<file path="config.mk">
export PLATFORM = sky130hd
export DESIGN_NAME = nobl_write_path
export DESIGN_NICKNAME = d
export VERILOG_FILES = /design/src/nobl_pkg.sv /design/src/nobl_write_path.sv
export VERILOG_INCLUDE_DIRS = /design/src /design/src/src
export SDC_FILE = /design/constraint.sdc
export NUM_CORES = 1
export LEC_CHECK = 0
export BUFFER_PORTS_ARGS = -buffer_cell sky130_fd_sc_hd__buf_2
export CORE_MARGIN = 2
export CORE_UTILIZATION = 34
export CTS_CLUSTER_SIZE = 12
export DETAILED_ROUTE_END_ITERATION = 12
export GPL_ROUTABILITY_DRIVEN = 0
export PLACE_DENSITY_LB_ADDON = 0.1
export REMOVE_ABC_BUFFERS = 1
export SLEW_MARGIN = 20
export SYNTH_ARGS = -nofsm -noshare
export SYNTH_HDL_FRONTEND = slang
export SYNTH_SLANG_ARGS = --single-unit
</file>
<file path="constraint.sdc">
create_clock -name clk -period 1.74 [get_ports clk]
set_input_delay 0.522 -clock clk [delete_from_list [all_inputs] [get_ports clk]]
set_output_delay 0.522 -clock clk [all_outputs]
set_load 0.01 [all_outputs]
</file>
<file path="src/nobl_defines.svh">
/*
  Geometry of the NoBL SRAM model: 1K words of two 9-bit byte lanes.
  NOBL_DATA_W must equal NOBL_BYTES * NOBL_BYTE_W.
*/
`ifndef NOBL_DEFINES_SVH
`define NOBL_DEFINES_SVH

// ********************************************************************
// array geometry
// ********************************************************************

`define NOBL_ADDR_W 10  // word address, 1K deep

`define NOBL_DATA_W 18  // full word

`define NOBL_BYTES  2   // byte lanes per word
`define NOBL_BYTE_W 9   // bits per lane, parity bit included

`endif
</file>
<file path="src/nobl_pkg.sv">
/*
  Shared types of the NoBL SRAM. Widths come from nobl_defines.svh.
  Byte masks here are active high, unlike the bws_n_i pins.
*/
`default_nettype none

package nobl_pkg;

  `include "nobl_defines.svh"

  // ********************************************************************
  // vector types
  // ********************************************************************

  typedef logic [`NOBL_ADDR_W-1:0] addr_t;   // word address
  typedef logic [`NOBL_DATA_W-1:0] data_t;   // data word
  typedef logic [`NOBL_BYTES-1:0]  bmask_t;  // byte write mask, 1 = write lane

  // operation held by the decoder, repeated on burst cycles
  typedef enum logic [1:0] {
    OP_DESEL = 2'd0,  // chip not selected
    OP_READ  = 2'd1,
    OP_WRITE = 2'd2
  } nobl_op_e;

  // one registered command per enabled edge
  typedef struct packed {
    nobl_op_e op;
    addr_t    addr;
    bmask_t   bmask;  // zero for reads and deselects
  } nobl_cmd_t;

  // write request into the array, valid for one edge
  typedef struct packed {
    logic   en;
    addr_t  addr;
    bmask_t bmask;
    data_t  data;
  } wr_req_t;

endpackage

`default_nettype wire

</file>
<file path="src/nobl_write_path.sv">
/*
  Late-write path. A write command seen on cmd_i is held one edge, then
  joined with d_i. The request is only enabled while cen_n_i is low.
*/
`default_nettype none
`timescale 1ns/100ps

module nobl_write_path
  import nobl_pkg::*;
(
  input  logic      clk,
  input  logic      rst_n_i,
  input  logic      cen_n_i,
  input  nobl_cmd_t cmd_i,  // decoder output, command of edge N
  input  data_t     d_i,    // write data, taken at edge N+2
  output wr_req_t   wr_o
);

  logic   is_wr;        // current command is a write
  logic   pend_en_q;    // write waiting for its data
  addr_t  pend_addr_q;
  bmask_t pend_mask_q;

  assign is_wr = (cmd_i.op == OP_WRITE);

  // ********************************************************************
  // pending write, one stage
  // ********************************************************************

  always_ff @(posedge clk or negedge rst_n_i)
  begin
    if (!rst_n_i)
      pend_en_q <= 1'b0;
    else if (!cen_n_i)
      pend_en_q <= is_wr;  // back to back writes refill every edge
  end

  // payload only moves on a write
  always_ff @(posedge clk)
  begin
    if (!cen_n_i && is_wr)
    begin
      pend_addr_q <= cmd_i.addr;
      pend_mask_q <= cmd_i.bmask;
    end
  end

  // request to the array, used at the next enabled edge
  always_comb
  begin
    wr_o.en    = pend_en_q & ~cen_n_i;  // a stalled edge stores nothing
    wr_o.addr  = pend_addr_q;
    wr_o.bmask = pend_mask_q;
    wr_o.data  = d_i;
  end

endmodule

`default_nettype wire

</file>
==> flow_metrics.env <==
export IMPL_comb_power_share_pct=8.4
export IMPL_switching_share_pct=19.99
export IMPL_max_stage_delay_ps=380
export IMPL_synthesis_area_um2=549.3
export IMPL_cp_data_arrival_time_ps=970
export IMPL_finalHoldViolations=0
export IMPL_drtAntennaViolNets=0
export IMPL_tightest_slew_ps=160.7
export IMPL_grt_pass1_wl_um=1683
export IMPL_fin_crit_ps=1488
export IMPL_clockBufferDepth=2
export IMPL_cts_max_level=1
export IMPL_p_int_mw=0.4735
export IMPL_status="finished, final reports clean"
export IMPL_die_w_um=44.20
export IMPL_setup_viol=0
export IMPL_area_growth_pct=13.44
export IMPL_rows=14
export IMPL_clk_pin_slew_ps=80
export IMPL_utilization_pct=41.36
export IMPL_p_leak_nw=0.2811
export IMPL_io_buffers=29
export IMPL_worstPathRequired_ps=1220
export IMPL_wl_per_cell_um=17.57
export IMPL_grt_setup_unrepaired="no"
export IMPL_finalCritPeriodShare_pct=85.52
export IMPL_pwr_share_clk_pct=30.5
export IMPL_initial_utilization_pct=36.46
export IMPL_synth_avg_cell_area_um2=16.16
export IMPL_via_count=317
export IMPL_num_nets_final=87
export IMPL_fin_ws_ps=252.0
export IMPL_seq_power_share_pct=61.0
export IMPL_powerDensity_nw_per_um2=949.8
export IMPL_reg2reg_slack_ps=1070
export IMPL_synthCells=34
export IMPL_mostFrequentLayoutCell="buf_2"
export IMPL_grt_pass1_vias=333
export IMPL_synth_seq_cells=13
export IMPL_worstPathMaxFanout=2
export IMPL_placed_cell_area_um2=586.8
export IMPL_drt_iter0_markers=2
export IMPL_p_sw_mw=0.1183
export IMPL_ys_types=6
export IMPL_crit_path_start_kind="flip-flop"
export IMPL_first_pass_iters=2
export IMPL_clock_fmax_mhz=672.0
export IMPL_hold_class="primary input to flip-flop"
export IMPL_finalMaxSlewViolations=0
export IMPL_n_antenna_cell=0
export IMPL_finalInstanceArea_um2=623.1
export IMPL_final_cell_mix="buf_2 (29), edfxtp_1 (12), clkbuf_4 (3)"
export IMPL_report_power_total_mw=0.5918
export IMPL_layout_drive_gt1_share_pct=68.63
export IMPL_cp_slowest_cell="dfrtp_1"
export IMPL_max_cap_violations=0
export IMPL_path_cells="and2b_2 -> buf_2"
export IMPL_dieHeight_um=44.20
export IMPL_clk_latency_ps=270
export IMPL_grt_max_degree=14
export IMPL_ys_seq_area_share_pct=70.16
export IMPL_finClkSkew_ps=0
export IMPL_track_usage_pct=13.59
export IMPL_cts_tree="yes"
export IMPL_critPathKind="flip-flop to output pin"
export IMPL_post_cts_buffers=0
export IMPL_viasPerCell=4.731
export IMPL_fin_setup_tns_ps=0
export IMPL_dieArea_um2=1953
export IMPL_core_area_um2=1506
export IMPL_max_slew_margin_pct=89.29
export IMPL_drc=0
export IMPL_clock_sinks=13
export IMPL_io_pins=66
export IMPL_gr_total_overflow=0
export IMPL_pre_cts_ws_ps=248.5
export IMPL_cts_root_buf="clkbuf_4"
export IMPL_antenna_found_initial=0
export IMPL_yosysWarnings=0
export IMPL_routed_wl_um=1177
export IMPL_cts_made_buffers=3
export IMPL_vdd_drop_max_mv=0.4103
export IMPL_critPathCaptureType="output pin"
-- worst max-delay path, delay by kind of cell (launching register included) --
kind / cells / cell delay [ps]
flip-flops: 1 / 380
AND/OR/NAND/NOR: 1 / 180
buffers and inverters: 1 / 130
-- flip-flops by register name, indices dropped and copies added, names as in the netlist --
register / count
pend_mask_q: 2
pend_en_q: 1
pend_addr_q: 10
-- layer usage --
metal | global-route usage [%] | share of wire, % | vias up | routed length (µm)
met5 | 0 | 0 | - | 0
met4 | 5.455 | 0 | 0 | 0
met3 | 15.51 | 21 | 0 | 251
met2 | 17.65 | 46 | 40 | 546
met1 | 13.49 | 32 | 143 | 379
li1 | - | - | 134 | -
-- cells by family (layout without fill, tap and decap cells) --
group	after synthesis	after routing	synth area share, %
simple gates	2	2	3.872
flops	13	13	70.16
buf+inv	18	35	24.60
compound gates	1	1	1.367
-- worst paths after layout --
check	startpoint	to	depth (start not counted)
max	pend_en_q$_DFFE_PN0N_	wr_o[30]	2
min	cmd_i[0]	pend_mask_q[0]$_DFFE_PP_	1
max reg2reg	pend_en_q$_DFFE_PN0N_	pend_en_q$_DFFE_PN0N_	1
min reg2reg	pend_en_q$_DFFE_PN0N_	pend_en_q$_DFFE_PN0N_	1
max in group asynchronous	rst_n_i	pend_en_q$_DFFE_PN0N_	2
min in group asynchronous	rst_n_i	pend_en_q$_DFFE_PN0N_	2
-- metrics by stage --
step,hold slack [ps],std cells
2_1_floorplan,226.4,16
3_3_place_gp,296.8,62
3_5_place_dp,299.4,62
4_1_cts,1.750,66
5_1_grt,403.2,67
6_report,425.1,67
-- power groups by stage --
stage / clock network (mW) / registers, mW / logic, mW
final: 0.181 / 0.361 / 0.0499
after global routing: 0.208 / 0.363 / 0.0549
after CTS: 0.191 / 0.362 / 0.0497
after detailed placement: 0 / 0.369 / 0.0496
after global placement: 0 / 0.368 / 0.0472
after floorplan: 0 / 0.377 / 0.00743
-- timing repair --
| item | 4_1_cts | 5_1_grt |
|---|---|---|
| endpoints found under the hold margin | 0 | 1 |
| gates resized for setup | 0 | 0 |
| hold buffers | 0 | 1 |
-- cell type report --
| type | instances | area, µm² |
|---|---|---|
| flip-flops and latches | 13 | 385.4 |
| fillers | 153 | 883.3 |
| well taps | 16 | 20.02 |
| repair buffers | 31 | 162.7 |
| multi-input cells | 3 | 28.78 |
| clock buffers | 4 | 26.28 |
-- synthesized netlist by cell type --
cell	number	share of area [%]
edfxtp_1	12	66
a21o_1	1	1.4
and2b_2	1	1.6
nor3b_2	1	2.3
dfrtp_1	1	4.6
buf_4	18	25
(Power assumes the default switching activity.)
