<file path="src/nobl_defines.svh">
/*
  Geometry of the NoBL SRAM model: 1K words of two 9-bit byte lanes.
  NOBL_DATA_W must equal NOBL_BYTES * NOBL_BYTE_W.
*/
`ifndef NOBL_DEFINES_SVH
`define NOBL_DEFINES_SVH

// ********************************************************************
// array geometry
// ********************************************************************

`define NOBL_ADDR_W 10  // word address, 1K deep

`define NOBL_DATA_W 18  // full word

`define NOBL_BYTES  2   // byte lanes per word
`define NOBL_BYTE_W 9   // bits per lane, parity bit included

`endif
</file>
<file path="src/nobl_pkg.sv">
/*
  Shared types of the NoBL SRAM. Widths come from nobl_defines.svh.
  Byte masks here are active high, unlike the bws_n_i pins.
*/
`default_nettype none

package nobl_pkg;

  `include "nobl_defines.svh"

  // ********************************************************************
  // vector types
  // ********************************************************************

  typedef logic [`NOBL_ADDR_W-1:0] addr_t;   // word address
  typedef logic [`NOBL_DATA_W-1:0] data_t;   // data word
  typedef logic [`NOBL_BYTES-1:0]  bmask_t;  // byte write mask, 1 = write lane

  // operation held by the decoder, repeated on burst cycles
  typedef enum logic [1:0] {
    OP_DESEL = 2'd0,  // chip not selected
    OP_READ  = 2'd1,
    OP_WRITE = 2'd2
  } nobl_op_e;

  // one registered command per enabled edge
  typedef struct packed {
    nobl_op_e op;
    addr_t    addr;
    bmask_t   bmask;  // zero for reads and deselects
  } nobl_cmd_t;

  // write request into the array, valid for one edge
  typedef struct packed {
    logic   en;
    addr_t  addr;
    bmask_t bmask;
    data_t  data;
  } wr_req_t;

endpackage

`default_nettype wire

</file>
<file path="src/nobl_read_path.sv">
/*
  Read output stage. q_o is loaded at edge N+2 of a read and cleared for
  any other cycle. q_oe_o follows oe_n_i without a clock.
*/
`default_nettype none
`timescale 1ns/100ps

module nobl_read_path
  import nobl_pkg::*;
(
  input  logic      clk,
  input  logic      rst_n_i,
  input  logic      cen_n_i,
  input  logic      oe_n_i,     // async output enable, low active
  input  nobl_cmd_t cmd_i,
  input  data_t     rd_data_i,  // array read register
  output data_t     q_o,
  output logic      q_oe_o
);

  logic rd_v1_q;  // array register holds a read word
  logic rd_v2_q;  // q_o holds a read word

  // ********************************************************************
  // read valid pipeline, in step with the array
  // ********************************************************************

  always_ff @(posedge clk or negedge rst_n_i)
  begin
    if (!rst_n_i)
    begin
      rd_v1_q <= 1'b0;
      rd_v2_q <= 1'b0;
      q_o     <= '0;
    end
    else if (!cen_n_i)
    begin
      rd_v1_q <= (cmd_i.op == OP_READ);  // edge N+1
      rd_v2_q <= rd_v1_q;                // edge N+2
      if (rd_v1_q)
        q_o <= rd_data_i;
      else
        q_o <= '0;                       // writes and deselects park at zero
    end
  end

  // drive enable, stands in for the tristate control of the pins
  assign q_oe_o = rd_v2_q & ~oe_n_i;

endmodule

`default_nettype wire

</file>
<file path="config.mk">
export PLATFORM = sky130hd
export DESIGN_NAME = nobl_read_path
export DESIGN_NICKNAME = d
export VERILOG_FILES = /design/src/nobl_pkg.sv /design/src/nobl_read_path.sv
export VERILOG_INCLUDE_DIRS = /design/src /design/src/src
export SDC_FILE = /design/constraint.sdc
export NUM_CORES = 1
export LEC_CHECK = 0
export BUFFER_PORTS_ARGS = -buffer_cell sky130_fd_sc_hd__buf_2
export CAP_MARGIN = 20
export CORE_MARGIN = 8
export CORE_UTILIZATION = 40
export CTS_CLUSTER_DIAMETER = 120
export DETAILED_ROUTE_END_ITERATION = 7
export GPL_TIMING_DRIVEN = 0
export PLACE_DENSITY_LB_ADDON = 0.12
export SYNTH_ARGS = -nofsm -noshare
export SYNTH_HDL_FRONTEND = slang
export SYNTH_SLANG_ARGS = --single-unit
</file>
<file path="constraint.sdc">
create_clock -name clk -period 1.1 [get_ports clk]
set_clock_uncertainty 0.1 [all_clocks]
set_input_delay 0.11 -clock clk [delete_from_list [all_inputs] [get_ports clk]]
set_output_delay 0.11 -clock clk [all_outputs]
set_load 0.01 [all_outputs]
</file>
==> out/qor.log <==
qor: die.num_rows 16
qor: global_route.grt_usage 13.3%
qor: setup_path.worst_path_dominant_cell_family flip-flops
qor: yosys.synth.top_cells.by_area sky130_fd_sc_hd__dfrtp_1 (62%), sky130_fd_sc_hd__nand2_1 (17%), sky130_fd_sc_hd__o21ai_0 (11%)
qor: drt.first_pass_iteration_count_of_the_detailed_router 2
qor: outcome.violations negative setup slack
qor: timing.period_share 104%
qor: yosys.synth_edf_count 0
qor: drt.drt_iter0_drc 23
qor: die.die-width 61.0 µm
qor: placed_design.routabilityCongestion 0.633
qor: clock_tree.clock_sinks 20
qor: yosys.netlist.area_leader.share 61.8%
qor: global_route.via_count_of_the_first_global_routing_pass 852
qor: yosys.synthTopCellsByCount sky130_fd_sc_hd__nand2_1 (37), sky130_fd_sc_hd__dfrtp_1 (20), sky130_fd_sc_hd__o21ai_0 (17)
qor: global_route.antenna_found_initial 0
qor: setup_path.cp_num_buf_inv 1
qor: placed_design.placed_cell_area 1050 µm²
qor: drt.route.met2.wl 1130 µm
qor: hold_path.hold_path.class in -> reg
qor: finish.layout.nets 190
qor: timing.max_slew.worst_pin.slew 0.431 ns
qor: setup_path.critical_path_peak_fanout 2
qor: setup_path.crit_slowest_cell sky130_fd_sc_hd__dfrtp_1
qor: timing.timing.slew.headroom 71.3%
qor: yosys.synth.most_common_cell sky130_fd_sc_hd__nand2_1
qor: pwr.total_power 1.44 mW
qor: timing.fin_hold_ws 0.0148 ns
qor: yosys.synth-seq-area-share 61.8%
qor: finish.insertedDiodeCount 0
qor: drt.vias 802
qor: clock_tree.clock_insertion_delay_worst_skew 0.29 ns
qor: outcome.outcome finished, violations left
qor: global_route.grt_start_max_net_pins 21
qor: clock_tree.cts_tree built
qor: drt.routedWlPerCell 12.8 µm
qor: die.die_area 3720 µm²
qor: finish.finalInstanceArea 1300 µm²
qor: yosys.ys_ff_latch 20
qor: yosys.netlist.top_cell.by_area sky130_fd_sc_hd__dfrtp_1
qor: yosys.synth_cells 85
qor: yosys.syn_area 810 µm²
qor: timing.hold_viol_final 0
qor: placed_design.place_hpwl 1570 µm
qor: pwr.cellPowerDensity 1110 nW/µm²
qor: placed_design.buffer_ports.inserted 41
qor: finish.syn_to_final_growth 60.4%
qor: finish.post-route-util 66.9%
qor: die.top_level_ports 55
qor: timing.grt_setup_unrepaired yes
qor: drt.highest_metal_layer_used_by_the_detailed_router met4
qor: clock_tree.clockBufferDepth 2
qor: pwr.worst_ir_drop_vdd 0.730 mV
qor: drt.detail-route-antenna-nets 0
qor: drt.met3_wirelength 177 µm
qor: setup_path.timing.critical_path.arrival 0.93 ns
qor: pwr.p_leak 0.674 nW
qor: flow_run.max_cap_violations 0
qor: drt.m1WireLength 967 µm
qor: yosys.postSynthNetCount 121
qor: setup_path.classification_of_the_worst_setup_path reg -> out
qor: timing.max_freq 0.875 GHz
qor: setup_path.path_cells nor2b_1 > buf_2
qor: clock_tree.tritoncts.num_buffers 3
qor: die.initial_core_util 41.7%
qor: yosys.ys_dominant_reg_cell sky130_fd_sc_hd__dfrtp_1
qor: timing.tmin_final 1.14 ns
qor: clock_tree.clk_transition_reported_paths 0.10 ns
qor: die.vertical_die_dimension 61.0 µm
qor: setup_path.critPathCaptureType primary output
qor: timing.layout_setup_ws -0.0428 ns
qor: yosys.asyncSetResetFlopFracSynth 100%
qor: clock_tree.clock-root-buffer sky130_fd_sc_hd__clkbuf_4
qor: drt.wl 2300 µm
qor: yosys.synthDistinctLibCells 10
qor: setup_path.timing.critical_path.required 0.89 ns
qor: setup_path.worst_setup_path_start_kind register
qor: drt.remaining_drc_errors 0
qor: setup_path.max_stage_delay 0.39 ns
qor: yosys.syn-mean-instance-area 9.52 µm²
qor: timing.report.final.setup_viol 1
qor: placed_design.dpl_worst_slack 0.0820 ns
qor: global_route.grt_first_pass_wirelength 3710 µm
qor: clock_tree.htree_levels 1
qor: drt.avgViaCountPerCell 4.48
qor: timing.timing.final.max_slew_violations 0
qor: finish.post_route_cells_drive_above_1_share 34.2%
qor: global_route.grt_overflow 0
qor: yosys.ys_warn_count 0
qor: die.core_region_area 1940 µm²
==> worst register-to-register path, stage by stage (launching register included) <==
cell and delay (ns):
sky130_fd_sc_hd__dfrtp_1 0.39, sky130_fd_sc_hd__buf_4 0.17, sky130_fd_sc_hd__mux2_4 0.27
==> report_power, final <==
group | internal (mW) | switching (mW)
Combinational | 0.158 | 0.137
Clock | 0.127 | 0.207
Sequential | 0.783 | 0.0235
Total | 1.07 | 0.368
==> per-stage QoR <==
stage / TNS (ns) / instances
floorplan: 0 / 85
global placement: 0 / 153
detailed placement: 0 / 153
CTS: -0.0549 / 179
global route: -0.0902 / 179
finish: -0.0428 / 179
==> flip-flops by register name, summed over array words and instances, names as in the netlist <==
register and flops:
rd_v2_q 1, rd_v1_q 1, q_o 18
==> routing by layer <==
layer / track usage, % / up-vias
met1: 14.3 / 364
li1: - / 407
met4: 4.98 / 0
met3: 4.24 / 4
met2: 23.5 / 27
met5: 0 / -
==> cells by family (layout without fill, tap and decap cells) <==
logic type / Yosys count / after routing / share of synthesized area, %
compound gates: 19 / 19 / 11.7
buf+inv: 6 / 73 / 5.87
flops: 20 / 20 / 61.8
mux: 1 / 1 / 1.85
simple gates: 39 / 39 / 18.7
==> area by class of cell <==
cell class / count / area (µm²)
timing repair buffer: 64 / 433
buffer: 6 / 47.5
fill: 184 / 643
clock buffer: 3 / 22.5
tap: 27 / 33.8
multi-input combinational: 59 / 262
sequential: 20 / 500
==> repair_timing <==
item	in CTS	in global routing
endpoints found under the setup margin	1	1
gates cloned	0	0
pin swaps	0	0
buffers inserted	1	0
gates resized for setup	0	0
hold buffers	22	0
hold endpoints to repair	39	0
==> final timing paths <==
check                        start       to  slack [ns]  depth (start not counted)
setup reg to reg           rd_v1_q  rd_v2_q        0.06                          2
min in group asynchronous  rst_n_i   q_o[8]        0.18                          2
hold / removal             cen_n_i   q_o[2]        0.01                          2
max in group asynchronous  rst_n_i   q_o[3]        0.42                          2
setup / recovery           rd_v2_q   q_oe_o       -0.04                          2
hold reg to reg            q_o[12]  q_o[12]        0.39                          2
==> placed cells by master (no fill, tap or decap), drive strengths merged <==
cell         count
clkbuf           3
mux2             1
buf             48
o21ai           19
nand2           37
nor2b            1
dlygate4sd3     22
nand2b           1
dfrtp           20
No activity file was read; power rests on OpenSTA's default activity.
