File: src/nobl_defines.svh
/*
  Geometry of the NoBL SRAM model: 1K words of two 9-bit byte lanes.
  NOBL_DATA_W must equal NOBL_BYTES * NOBL_BYTE_W.
*/
`ifndef NOBL_DEFINES_SVH
`define NOBL_DEFINES_SVH

// ********************************************************************
// array geometry
// ********************************************************************

`define NOBL_ADDR_W 10  // word address, 1K deep

`define NOBL_DATA_W 18  // full word

`define NOBL_BYTES  2   // byte lanes per word
`define NOBL_BYTE_W 9   // bits per lane, parity bit included

`endif
File: src/nobl_pkg.sv
/*
  Shared types of the NoBL SRAM. Widths come from nobl_defines.svh.
  Byte masks here are active high, unlike the bws_n_i pins.
*/
`default_nettype none

package nobl_pkg;

  `include "nobl_defines.svh"

  // ********************************************************************
  // vector types
  // ********************************************************************

  typedef logic [`NOBL_ADDR_W-1:0] addr_t;   // word address
  typedef logic [`NOBL_DATA_W-1:0] data_t;   // data word
  typedef logic [`NOBL_BYTES-1:0]  bmask_t;  // byte write mask, 1 = write lane

  // operation held by the decoder, repeated on burst cycles
  typedef enum logic [1:0] {
    OP_DESEL = 2'd0,  // chip not selected
    OP_READ  = 2'd1,
    OP_WRITE = 2'd2
  } nobl_op_e;

  // one registered command per enabled edge
  typedef struct packed {
    nobl_op_e op;
    addr_t    addr;
    bmask_t   bmask;  // zero for reads and deselects
  } nobl_cmd_t;

  // write request into the array, valid for one edge
  typedef struct packed {
    logic   en;
    addr_t  addr;
    bmask_t bmask;
    data_t  data;
  } wr_req_t;

endpackage

`default_nettype wire

File: src/nobl_cmd_decode.sv
/*
  Command register of the NoBL SRAM. A burst repeats the last loaded op and
  mask and steps only the low two address bits, wrapping inside the group.
  mode_i is sampled on every burst edge, not only at the load.
*/
`default_nettype none
`timescale 1ns/100ps

module nobl_cmd_decode
  import nobl_pkg::*;
(
  input  logic      clk,
  input  logic      rst_n_i,
  input  logic      cen_n_i,     // clock enable, low active
  input  logic      adv_ld_n_i,  // 1 = burst, 0 = load
  input  logic      we_n_i,
  input  logic      ce1_n_i,
  input  logic      ce2_i,
  input  logic      ce3_n_i,
  input  logic      mode_i,      // 1 = interleaved, 0 = linear
  input  addr_t     a_i,
  input  bmask_t    bws_n_i,     // byte write selects, low active
  output nobl_cmd_t cmd_o
);

  logic      sel;           // all three chip enables active
  nobl_op_e  load_op;       // op decoded from the pins
  bmask_t    load_mask;
  logic      linear;        // burst order for this edge
  logic [1:0] burst_lo;     // next low address bits of a burst
  logic      burst_init_q;  // a_i[0] of the last load
  nobl_cmd_t cmd_d;
  nobl_cmd_t cmd_q;

  // ********************************************************************
  // load decode
  // ********************************************************************

  assign sel = ~ce1_n_i & ce2_i & ~ce3_n_i;

  always_comb
  begin
    if (!sel)
    begin
      load_op   = OP_DESEL;
      load_mask = '0;
    end
    else if (!we_n_i)
    begin
      load_op   = OP_WRITE;
      load_mask = ~bws_n_i;  // pins are low active
    end
    else
    begin
      load_op   = OP_READ;
      load_mask = '0;        // reads carry no mask
    end
  end

  // ********************************************************************
  // burst address
  // ********************************************************************

  // an even start address always counts up, as in the linear order
  assign linear = ~mode_i | ~burst_init_q;

  always_comb
  begin
    if (linear)
      burst_lo = cmd_q.addr[1:0] + 2'd1;  // 0-1-2-3 wrap
    else
      burst_lo = cmd_q.addr[1:0] - 2'd1;  // odd start, interleaved steps down
  end

  always_comb
  begin
    if (!adv_ld_n_i)
    begin
      cmd_d.op    = load_op;
      cmd_d.addr  = a_i;
      cmd_d.bmask = load_mask;
    end
    else
    begin
      cmd_d           = cmd_q;     // op and mask repeat, deselect stays deselect
      cmd_d.addr[1:0] = burst_lo;  // upper bits fixed for the group
    end
  end

  always_ff @(posedge clk or negedge rst_n_i)
  begin
    if (!rst_n_i)
    begin
      cmd_q        <= '{op: OP_DESEL, addr: '0, bmask: '0};
      burst_init_q <= 1'b0;
    end
    else if (!cen_n_i)
    begin
      cmd_q <= cmd_d;
      if (!adv_ld_n_i)
        burst_init_q <= a_i[0];  // kept for the whole burst
    end
  end

  assign cmd_o = cmd_q;

endmodule

`default_nettype wire

File: config.mk
export PLATFORM = sky130hd
export DESIGN_NAME = nobl_cmd_decode
export DESIGN_NICKNAME = d
export VERILOG_FILES = /design/src/nobl_pkg.sv /design/src/nobl_cmd_decode.sv
export VERILOG_INCLUDE_DIRS = /design/src /design/src/src
export SDC_FILE = /design/constraint.sdc
export NUM_CORES = 1
export LEC_CHECK = 0
export BUFFER_PORTS_ARGS = -buffer_cell sky130_fd_sc_hd__clkbuf_2
export CAP_MARGIN = 20
export CORE_ASPECT_RATIO = 0.9
export CORE_MARGIN = 2
export CORE_UTILIZATION = 41
export DETAILED_ROUTE_END_ITERATION = 8
export GPL_ROUTABILITY_DRIVEN = 0
export PLACE_DENSITY_LB_ADDON = 0.08
export SETUP_SLACK_MARGIN = 0.2
export SLEW_MARGIN = 10
export SYNTH_ARGS = -nofsm -noshare
export SYNTH_HDL_FRONTEND = slang
export SYNTH_SLANG_ARGS = --single-unit
File: constraint.sdc
create_clock -name clk -period 1.16 [get_ports clk]
set_input_delay 0.058 -clock clk [delete_from_list [all_inputs] [get_ports clk]]
set_output_delay 0.058 -clock clk [all_outputs]
set_load 0.005 [all_outputs]
==> qor.yml, run 1 <==
start_kind: "register"
first_global_vias: 575
min_path_cells: 3
irDropWorstVdd_v: 0.000714
powerDensity_nw_per_um2: 1180
cts.sinks: 15
finalClockSkew_ns: 0.000190
drv_cap: 0
hold_start: "we_n_i"
fp.dieH_um: 41.1
arrival_ns: 1.16
endpoint_kind: "register"
pre_cts_ws_ns: 0.170
p_leak_nw: 0.544
clk_path_buf_depth: 2
drive_gt1_share_pct: 35.6
synth-seq-cells: 15
synth_top_cells_by_count: "nand2_1, dfrtp_1, clkbuf_1, nor2_1, o21ai_2"
critPathKind: "register to register"
status: "completed"
syn_inst: 68
ios: 35
synth_edf_count: 0
period_needed_ns: 0.988
r2r_start: "cmd_o[2]"
worstPathCellList: "xnor2_1, mux2i_1, a21oi_1"
r2r_end: "cmd_o[3]"
period_share_pct: 85.2
vias: 608
grt_overflow: 0
cts_buffers: 3
synthTopCellsByArea: "dfrtp_1, nand2_1, o21ai_2, buf_6, or3_4"
syn_to_final_growth_pct: 54.4
syn_nets: 89
crit_fanout: 4
antenna_found_initial: 0
cp_top_family: "flip-flops"
nNetsFinal: 140
fin_cells: 133
wl_mm: 1.44
clock-root-buffer: "clkbuf_4"
max_clock_freq_ghz: 1.01
worst_pin_slew_ns: 0.377
top_layer: "met4"
drc_errors: 0
synth_area_um2: 628
rsz0062_at_grt: "yes"
crit_required_ns: 1.33
path_clk_slew_ns: 0.09
via_per_inst: 4.57
path_buf_inv: 0
setup_tns_ns: 0
syn_area_per_cell_um2: 9.24
m1WireLength_um: 697
dieArea_um2: 1860
yosysMostFrequentCell: "nand2_1"
async_flop_share_pct: 100
place_inst: 116
synth_cell_type_count: 16
final_area_um2: 970
drt-pass1-iter-count: 4
rows: 13
ys_seq_area_share_pct: 59.8
grt_pass1_wl_mm: 2.35
yosys.area.top_type: "dfrtp_1"
hold_path_class: "primary input to register"
drt_iter0_drc: 10
portBuffers: 34
r2r_setup_slack_ns: 0.17
cts_tree: "yes"
ys_warn_count: 0
whs_endpoint: "cmd_o[12]"
core_area_um2: 1450
grt_max_degree: 16
cts_setup_buffers: 0
cpPeakStageDelay_ns: 0.42
wl_met2_um: 658
relSlewSlack_pct: 74.9
diodes: 0
antenna_left: 0
hold_viol: 0
dp_hpwl_um: 987
finalSetupViolCount: 0
cp_slowest_cell: "dfrtp_1"
synth_ff_type: "dfrtp_1"
clkLatencyLatePin_ns: 0.27
htree_num_levels: 1
floorplan.initialDensity_pct: 43.4
route.met3.wl_um: 71
die_w_um: 45.3
grt_usage_pct: 18.4
avgRoutedWirePerCell_um: 10.8
finalWorstSetupSlack_ns: 0.172
dpl-instance-area_um2: 813
yosysTopAreaCellShare_pct: 59.8
slew_violations: 0
r2r_cells: 3
-- registers in the layout, indices dropped and copies added, names as in the netlist --
signal        count
cmd_o            14
burst_init_q      1
-- metal layers --
layer / vias to the layer above / GRT usage [%]
met2: 20 / 30.4
met3: 2 / 3.08
met1: 269 / 22.8
li1: 317 / -
met5: - / 0
met4: 0 / 11.0
-- worst max-delay path by stage --
stage                     from        to  slack [ns]  depth (start not counted)
global placement    adv_ld_n_i  cmd_o[1]        0.18                          4
floorplan             cmd_o[2]  cmd_o[3]        0.21                          3
CTS                   cmd_o[2]  cmd_o[3]        0.17                          3
finish                cmd_o[2]  cmd_o[3]        0.17                          3
detailed placement  adv_ld_n_i  cmd_o[0]        0.17                          4
global route          cmd_o[2]  cmd_o[3]        0.10                          3
-- layout make-up --
cell class                      instances  area [um^2]
Multi-Input combinational cell         49          230
Inverter                                1         3.75
Clock buffer                            4         26.3
Fill cell                             120          478
Timing Repair Buffer                   49          315
Tap cell                               15         18.8
Sequential cell                        15          375
-- logic make-up (layout without fill, tap and decap cells) --
| family | Yosys count | after routing | share of synthesized area (%) |
|---|---|---|---|
| buffers and inverters | 4 | 54 | 3.59 |
| multiplexers | 1 | 1 | 1.59 |
| XOR/XNOR | 1 | 1 | 1.39 |
| AO/OA/AOI/OAI | 6 | 6 | 6.97 |
| flip-flops | 15 | 15 | 59.8 |
| AND/OR/NAND/NOR | 41 | 41 | 26.7 |
-- where the power goes --
group	switching, W	internal (W)
Clock	0.000161	0.000133
Combinational	0.000105	0.000134
Sequential	0.0000354	0.000579
-- layout by cell type (no fill, tap or decap) --
| cell | count |
|---|---|
| dlygate4sd3_1 | 13 |
| clkbuf_1 | 1 |
| a221o_1 | 1 |
| a21oi_1 | 1 |
| nand2_1 | 36 |
| nor2_1 | 2 |
| clkbuf_2 | 34 |
| o21ai_2 | 2 |
| o21ai_0 | 1 |
| inv_1 | 1 |
| nor3b_1 | 1 |
| or3_4 | 1 |
| or2_1 | 1 |
| clkbuf_4 | 3 |
| mux2i_1 | 1 |
| dfrtp_1 | 15 |
| o22ai_1 | 1 |
| xnor2_1 | 1 |
| buf_4 | 2 |
-- metrics by stage --
stage | utilization [%] | hold slack [ns] | power, W
2_1_floorplan | - | -0.238 | 0.000716
3_3_place_gp | 56.2 | -0.00596 | 0.000828
3_5_place_dp | 56.2 | -0.00626 | 0.000833
4_1_cts | 67.0 | 0.0149 | 0.00117
5_1_grt | 67.0 | 0.0519 | 0.00122
6_report | 67.0 | 0.0185 | 0.00115
-- worst reg2reg max path, delay by kind of cell (launching register included) --
| kind | cells | cell delay [ns] |
|---|---|---|
| DFF | 1 | 0.42 |
| muxes | 1 | 0.20 |
| xor gates and xnor gates | 1 | 0.18 |
| AOI/OAI and AO/OA | 1 | 0.08 |
-- what timing repair did --
| action | in CTS | in global routing |
|---|---|---|
| gates resized for setup | 0 | 0 |
| endpoints found under the setup margin | 1 | 1 |
| hold buffers | 13 | 0 |
| hold endpoints to repair | 27 | 0 |
Power figures use the tool's default switching activity.
==> run 2: changes to the inputs <==
ABC_AREA = 1   (was default)
CORE_UTILIZATION = 42   (was 41)
==> qor.yml, run 2 <==
worst_pin_slew_ns: 0.369  # -0.00847 ns
avgRoutedWirePerCell_um: 10.8  # +0.28%
synth_cell_type_count: 13  # -3
fillCellCount: 133  # +11%
path_buf_inv: 1  # +1
synth_edf_count: 0  # unchanged
die_w_um: 46.2  # +2.2%
drv_cap: 0  # unchanged
path_clk_slew_ns: 0.09  # about the same
setup_tns_ns: 0  # unchanged
vias: 681  # +12%
clock-root-buffer: "clkbuf_4"
pre_cts_ws_ns: 0.229  # +0.0584 ns
syn_inst: 78  # +15%
floorplan.initialDensity_pct: 45.6  # +2.2 points
grt_usage_pct: 19.2  # +0.87 points
grt_pass1_wl_mm: 2.72  # +16%
first_global_vias: 661  # +15%
drt-pass1-iter-count: 4  # unchanged
endpoint_kind: "primary output"
powerDensity_nw_per_um2: 1170  # -1.6%
antenna_found_initial: 0  # unchanged
synth_area_um2: 674  # +7.4%
dieArea_um2: 1940  # +4.4%
grt_overflow: 0  # unchanged
finalSetupViolCount: 0  # unchanged
synth_ff_type: "dfrtp_1"
cts_buffers: 3  # unchanged
core_area_um2: 1480  # +2.2%
start_kind: "register"
htree_num_levels: 1  # unchanged
final_cell_mix: "clkbuf_2, nand2_1, dfrtp_1"
relSlewSlack_pct: 75.4  # +0.56 points
rsz0062_at_grt: "yes"
drc_errors: 0  # unchanged
hold_path_class: "primary input to register"
cts_tree: "yes"
status: "completed"
hold_viol: 0  # unchanged
yosysTopAreaCellShare_pct: 55.7  # -4.1 points
yosysMostFrequentCell: "nand2_1"
fp.dieH_um: 42.0  # +2.2%
r2r_setup_slack_ns: 0.27  # +0.10 ns
ios: 35  # unchanged
syn_nets: 99  # +11%
final_common_cell: "clkbuf_2"
finalWorstSetupSlack_ns: 0.272  # +0.101 ns
cpPeakStageDelay_ns: 0.42  # about the same
finalClockSkew_ns: 0.000598  # +0.000408 ns
cts.sinks: 15  # unchanged
syn_to_final_growth_pct: 46.6
cts_setup_buffers: 0  # unchanged
ys_warn_count: 0  # unchanged
largest_reg_flops: 14  # unchanged
drive_gt1_share_pct: 33.1  # -2.5 points
max_clock_freq_ghz: 1.13  # +11%
worstPathCellList: "clkbuf_2"
drt_iter0_drc: 8  # -2
syn_area_per_cell_um2: 8.65  # -6.4%
dp_hpwl_um: 997  # +1.0%
fin_util_pct: 66.8  # -0.20 points
p_leak_nw: 0.561  # +3.2%
antenna_left: 0  # unchanged
async_flop_share_pct: 100  # unchanged
period_needed_ns: 0.888  # -0.101 ns
synth_top_cells_by_count: "nand2_1, dfrtp_1, o21ai_0"
cp_top_family: "flip-flops"
portBuffers: 34  # unchanged
critPathKind: "register to primary output"
synth-seq-cells: 15  # unchanged
slew_violations: 0  # unchanged
crit_fanout: 4  # unchanged
nNetsFinal: 146  # +4.3%
irDropWorstVdd_v: 0.000746  # +4.5%
cp_slowest_cell: "dfrtp_1"
grt_max_degree: 18  # +2
clk_path_buf_depth: 2  # unchanged
yosys.area.top_type: "dfrtp_1"
diodes: 0  # unchanged
period_share_pct: 76.5  # -8.7 points
clkLatencyLatePin_ns: 0.28  # about the same
crit_required_ns: 1.10  # -0.23 ns
wl_mm: 1.58  # +10%
ys_seq_area_share_pct: 55.7  # -4.1 points
synthTopCellsByArea: "dfrtp_1, nand2_1, o21ai_0, nand3_1, buf_4"
via_per_inst: 4.66  # +2.0%
rows: 13  # unchanged
arrival_ns: 0.83  # -0.33 ns
[run 2: tightest hold or removal path, delay by kind of cell]
family | cells | cell delay, ns
and+or+nand+nor | 3 | 0.13
buffers and inverters | 1 | 0.07
[run 2: metal layers]
layer  GRT usage (%)  part of all wire, %
met1            22.9                   42
met2            32.2                   53
met3            3.88                  4.7
met4            8.57                 0.44
met5               0                    0
[run 2: per-stage QoR]
step / std cells / power, W / hold WS (ns) / cell area (um^2)
2_1_floorplan: 78 / 0.000715 / -0.238 / 674
3_3_place_gp: 131 / 0.000823 / -0.00437 / 846
3_5_place_dp: 131 / 0.000827 / -0.00722 / 846
4_1_cts: 146 / 0.00116 / 0.0111 / 983
5_1_grt: 146 / 0.00124 / 0.0262 / 988
6_report: 146 / 0.00115 / 0.0161 / 988
[run 2: cells by family (layout without fill, tap and decap cells)]
| family | after synthesis | count (layout) | share of synthesized area [%] |
|---|---|---|---|
| simple gates | 42 | 42 | 27.5 |
| flops | 15 | 15 | 55.7 |
| compound gates | 14 | 14 | 10.8 |
| buf+inv | 7 | 53 | 6.12 |
[run 2: layout make-up]
| cell class | instances | area [um^2] | area share, % |
|---|---|---|---|
| inverters | 4 | 15.0 | 1.52 |
| clock buffers | 3 | 22.5 | 2.28 |
| multi-input cells | 56 | 263 | 26.6 |
| well taps | 22 | 27.5 | 2.78 |
| repair buffers | 45 | 280 | 28.4 |
| flip-flops and latches | 15 | 375 | 38.0 |
| clock inverters | 1 | 5.00 | 0.506 |
[run 2: worst paths after layout]
path | depth (start not counted) | to | from
worst max-delay path | 1 | cmd_o[2] | cmd_o[2]
worst min register to register | 2 | burst_init_q | burst_init_q
min in group asynchronous | 2 | cmd_o[3] | rst_n_i
max in group asynchronous | 2 | cmd_o[6] | rst_n_i
worst min-delay path | 4 | cmd_o[1] | bws_n_i[1]
worst max register to register | 6 | cmd_o[3] | cmd_o[2]
[run 2: what timing repair did]
action,CTS,global route
hold buffers,11,0
gates resized for setup,0,1
endpoints found under the setup margin,0,1
hold endpoints to repair,25,0
[run 2: power breakdown]
part,switching (W),internal (W)
Combinational,0.000120,0.000119
Sequential,0.0000317,0.000577
Clock,0.000176,0.000128
Total,0.000328,0.000824
==> run 3: changes to the inputs <==
CORE_UTILIZATION = 38   (was 42)
clock period = 0.8 ns   (was 1.16 ns; I/O delays follow)
==> qor.yml, run 3 (synthesized netlist as in run 2, its figures left out) <==
grt_overflow: 0  # unchanged
die_w_um: 48.4  # +4.7%
cts_buffers: 3  # unchanged
finalClockSkew_ns: 0.00765  # +0.00705 ns
hold_viol: 2  # +2
syn_to_final_growth_pct: 55.8
cts_tree: "yes"
drive_gt1_share_pct: 40.0  # +6.9 points
rows: 14  # +1
dpl-instance-area_um2: 893  # +5.6%
largest_reg_flops: 14  # unchanged
cts.sinks: 15  # unchanged
grt_pass1_wl_mm: 2.55  # -6.3%
drt-pass1-iter-count: 4  # unchanged
holdWs_ns: -0.0165  # -0.0326 ns
worst_pin_slew_ns: 0.367  # -0.00102 ns
slew_violations: 0  # unchanged
critPathKind: "register to primary output"
path_clk_slew_ns: 0.09  # about the same
fin_util_pct: 63.2  # -3.6 points
core_area_um2: 1660  # +12%
period_needed_ns: 0.941
portBuffers: 34  # unchanged
crit_fanout: 3  # -1
antenna_found_initial: 0  # unchanged
setup_tns_ns: -0.613  # -0.613 ns
antenna_left: 0  # unchanged
final_cell_mix: "clkbuf_2, nand2_1, dfrtp_1"
power_w: 0.00173  # +50%
grt_max_degree: 16  # -2
relSlewSlack_pct: 75.5  # about the same
finalSetupViolCount: 16  # +16
fp.dieH_um: 44.0  # +4.6%
final_common_cell: "clkbuf_2"
final_area_um2: 1050  # +6.3%
crit_required_ns: 0.76  # -0.34 ns
drt_iter0_drc: 3  # -5
clock-root-buffer: "clkbuf_4"
vias: 693  # +1.8%
rsz0062_at_grt: "yes"
nNetsFinal: 152  # +4.1%
avgRoutedWirePerCell_um: 10.1  # -7.3%
status: "finished, violations left"
grt_usage_pct: 16.3  # -2.9 points
wl_mm: 1.55  # -2.3%
drc_errors: 0  # unchanged
dieArea_um2: 2130  # +9.5%
finalWorstSetupSlack_ns: -0.141  # -0.414 ns
clk_path_buf_depth: 2  # unchanged
p_leak_nw: 0.595  # +6.0%
dp_hpwl_mm: 1.11  # +11%
period_share_pct: 118
diodes: 0  # unchanged
floorplan.initialDensity_pct: 40.5  # -5.0 points
fillCellCount: 158  # +19%
clkLatencyLatePin_ns: 0.28  # about the same
endpoint_kind: "primary output"
start_kind: "register"
violations: "hold timing, setup timing"
first_global_vias: 592  # -10%
drv_cap: 0  # unchanged
via_per_inst: 4.50  # -3.5%
htree_num_levels: 1  # unchanged
ios: 35  # unchanged
irDropWorstVdd_v: 0.000992  # +33%
max_clock_freq_ghz: 1.06
powerDensity_nw_per_um2: 1650  # +41%
hold_path_class: "primary input to register"
arrival_ns: 0.90  # +0.07 ns
==> run 3: path summary, 6_finish.rpt <==
kind | cells after the start | slack, ns | from | endpoint
worst max-delay path | 2 | -0.14 | cmd_o[2] | cmd_o[2]
worst min-delay path | 3 | -0.02 | a_i[1] | cmd_o[3]
worst max register to register | 4 | -0.06 | cmd_o[2] | cmd_o[2]
worst min register to register | 2 | 0.49 | cmd_o[1] | cmd_o[1]
max in group asynchronous | 2 | 0.34 | rst_n_i | cmd_o[3]
min in group asynchronous | 2 | 0.18 | rst_n_i | cmd_o[9]
==> run 3: per-layer routing <==
metal  wire length [um]  share of wire, %  GRT usage (%)
met1                697                45           19.6
met2                755                49           26.4
met3                 81               5.2           4.48
met4                 13              0.84           10.3
met5                  0                 0              0
==> run 3: through the flow <==
step / setup WS [ns] / instances
2_1_floorplan: -0.0226 / 78
3_3_place_gp: -0.0126 / 139
3_5_place_dp: -0.0366 / 139
4_1_cts: -0.161 / 152
5_1_grt: -0.201 / 154
6_report: -0.141 / 154
==> run 3: worst max-delay path, cell delays in order (launching register included) <==
cell and delay (ns):
dfrtp_1 0.41, buf_6 0.12, clkbuf_2 0.10
==> run 3: where the power goes <==
| group | switching (W) | internal, W |
|---|---|---|
| sequential | 0.0000472 | 0.000837 |
| clock | 0.000257 | 0.000190 |
| combinational | 0.000186 | 0.000216 |
==> run 3: layout make-up <==
class	instances	area (um^2)	share of cell area, %
clock buffer	3	22.5	2.14
clock inverter	1	7.51	0.714
tap	24	30.0	2.86
sequential	15	375	35.7
timing repair buffer	51	328	31.2
inverter	4	15.0	1.43
multi-input combinational	56	273	26.0
==> run 3: timing repair <==
action / in CTS / in global routing
endpoints found under the setup margin: 29 / 29
pin swaps: 1 / 4
endpoints found under the hold margin: 28 / 2
buffers inserted: 1 / 1
hold buffers: 8 / 1
gates resized for setup: 1 / 5
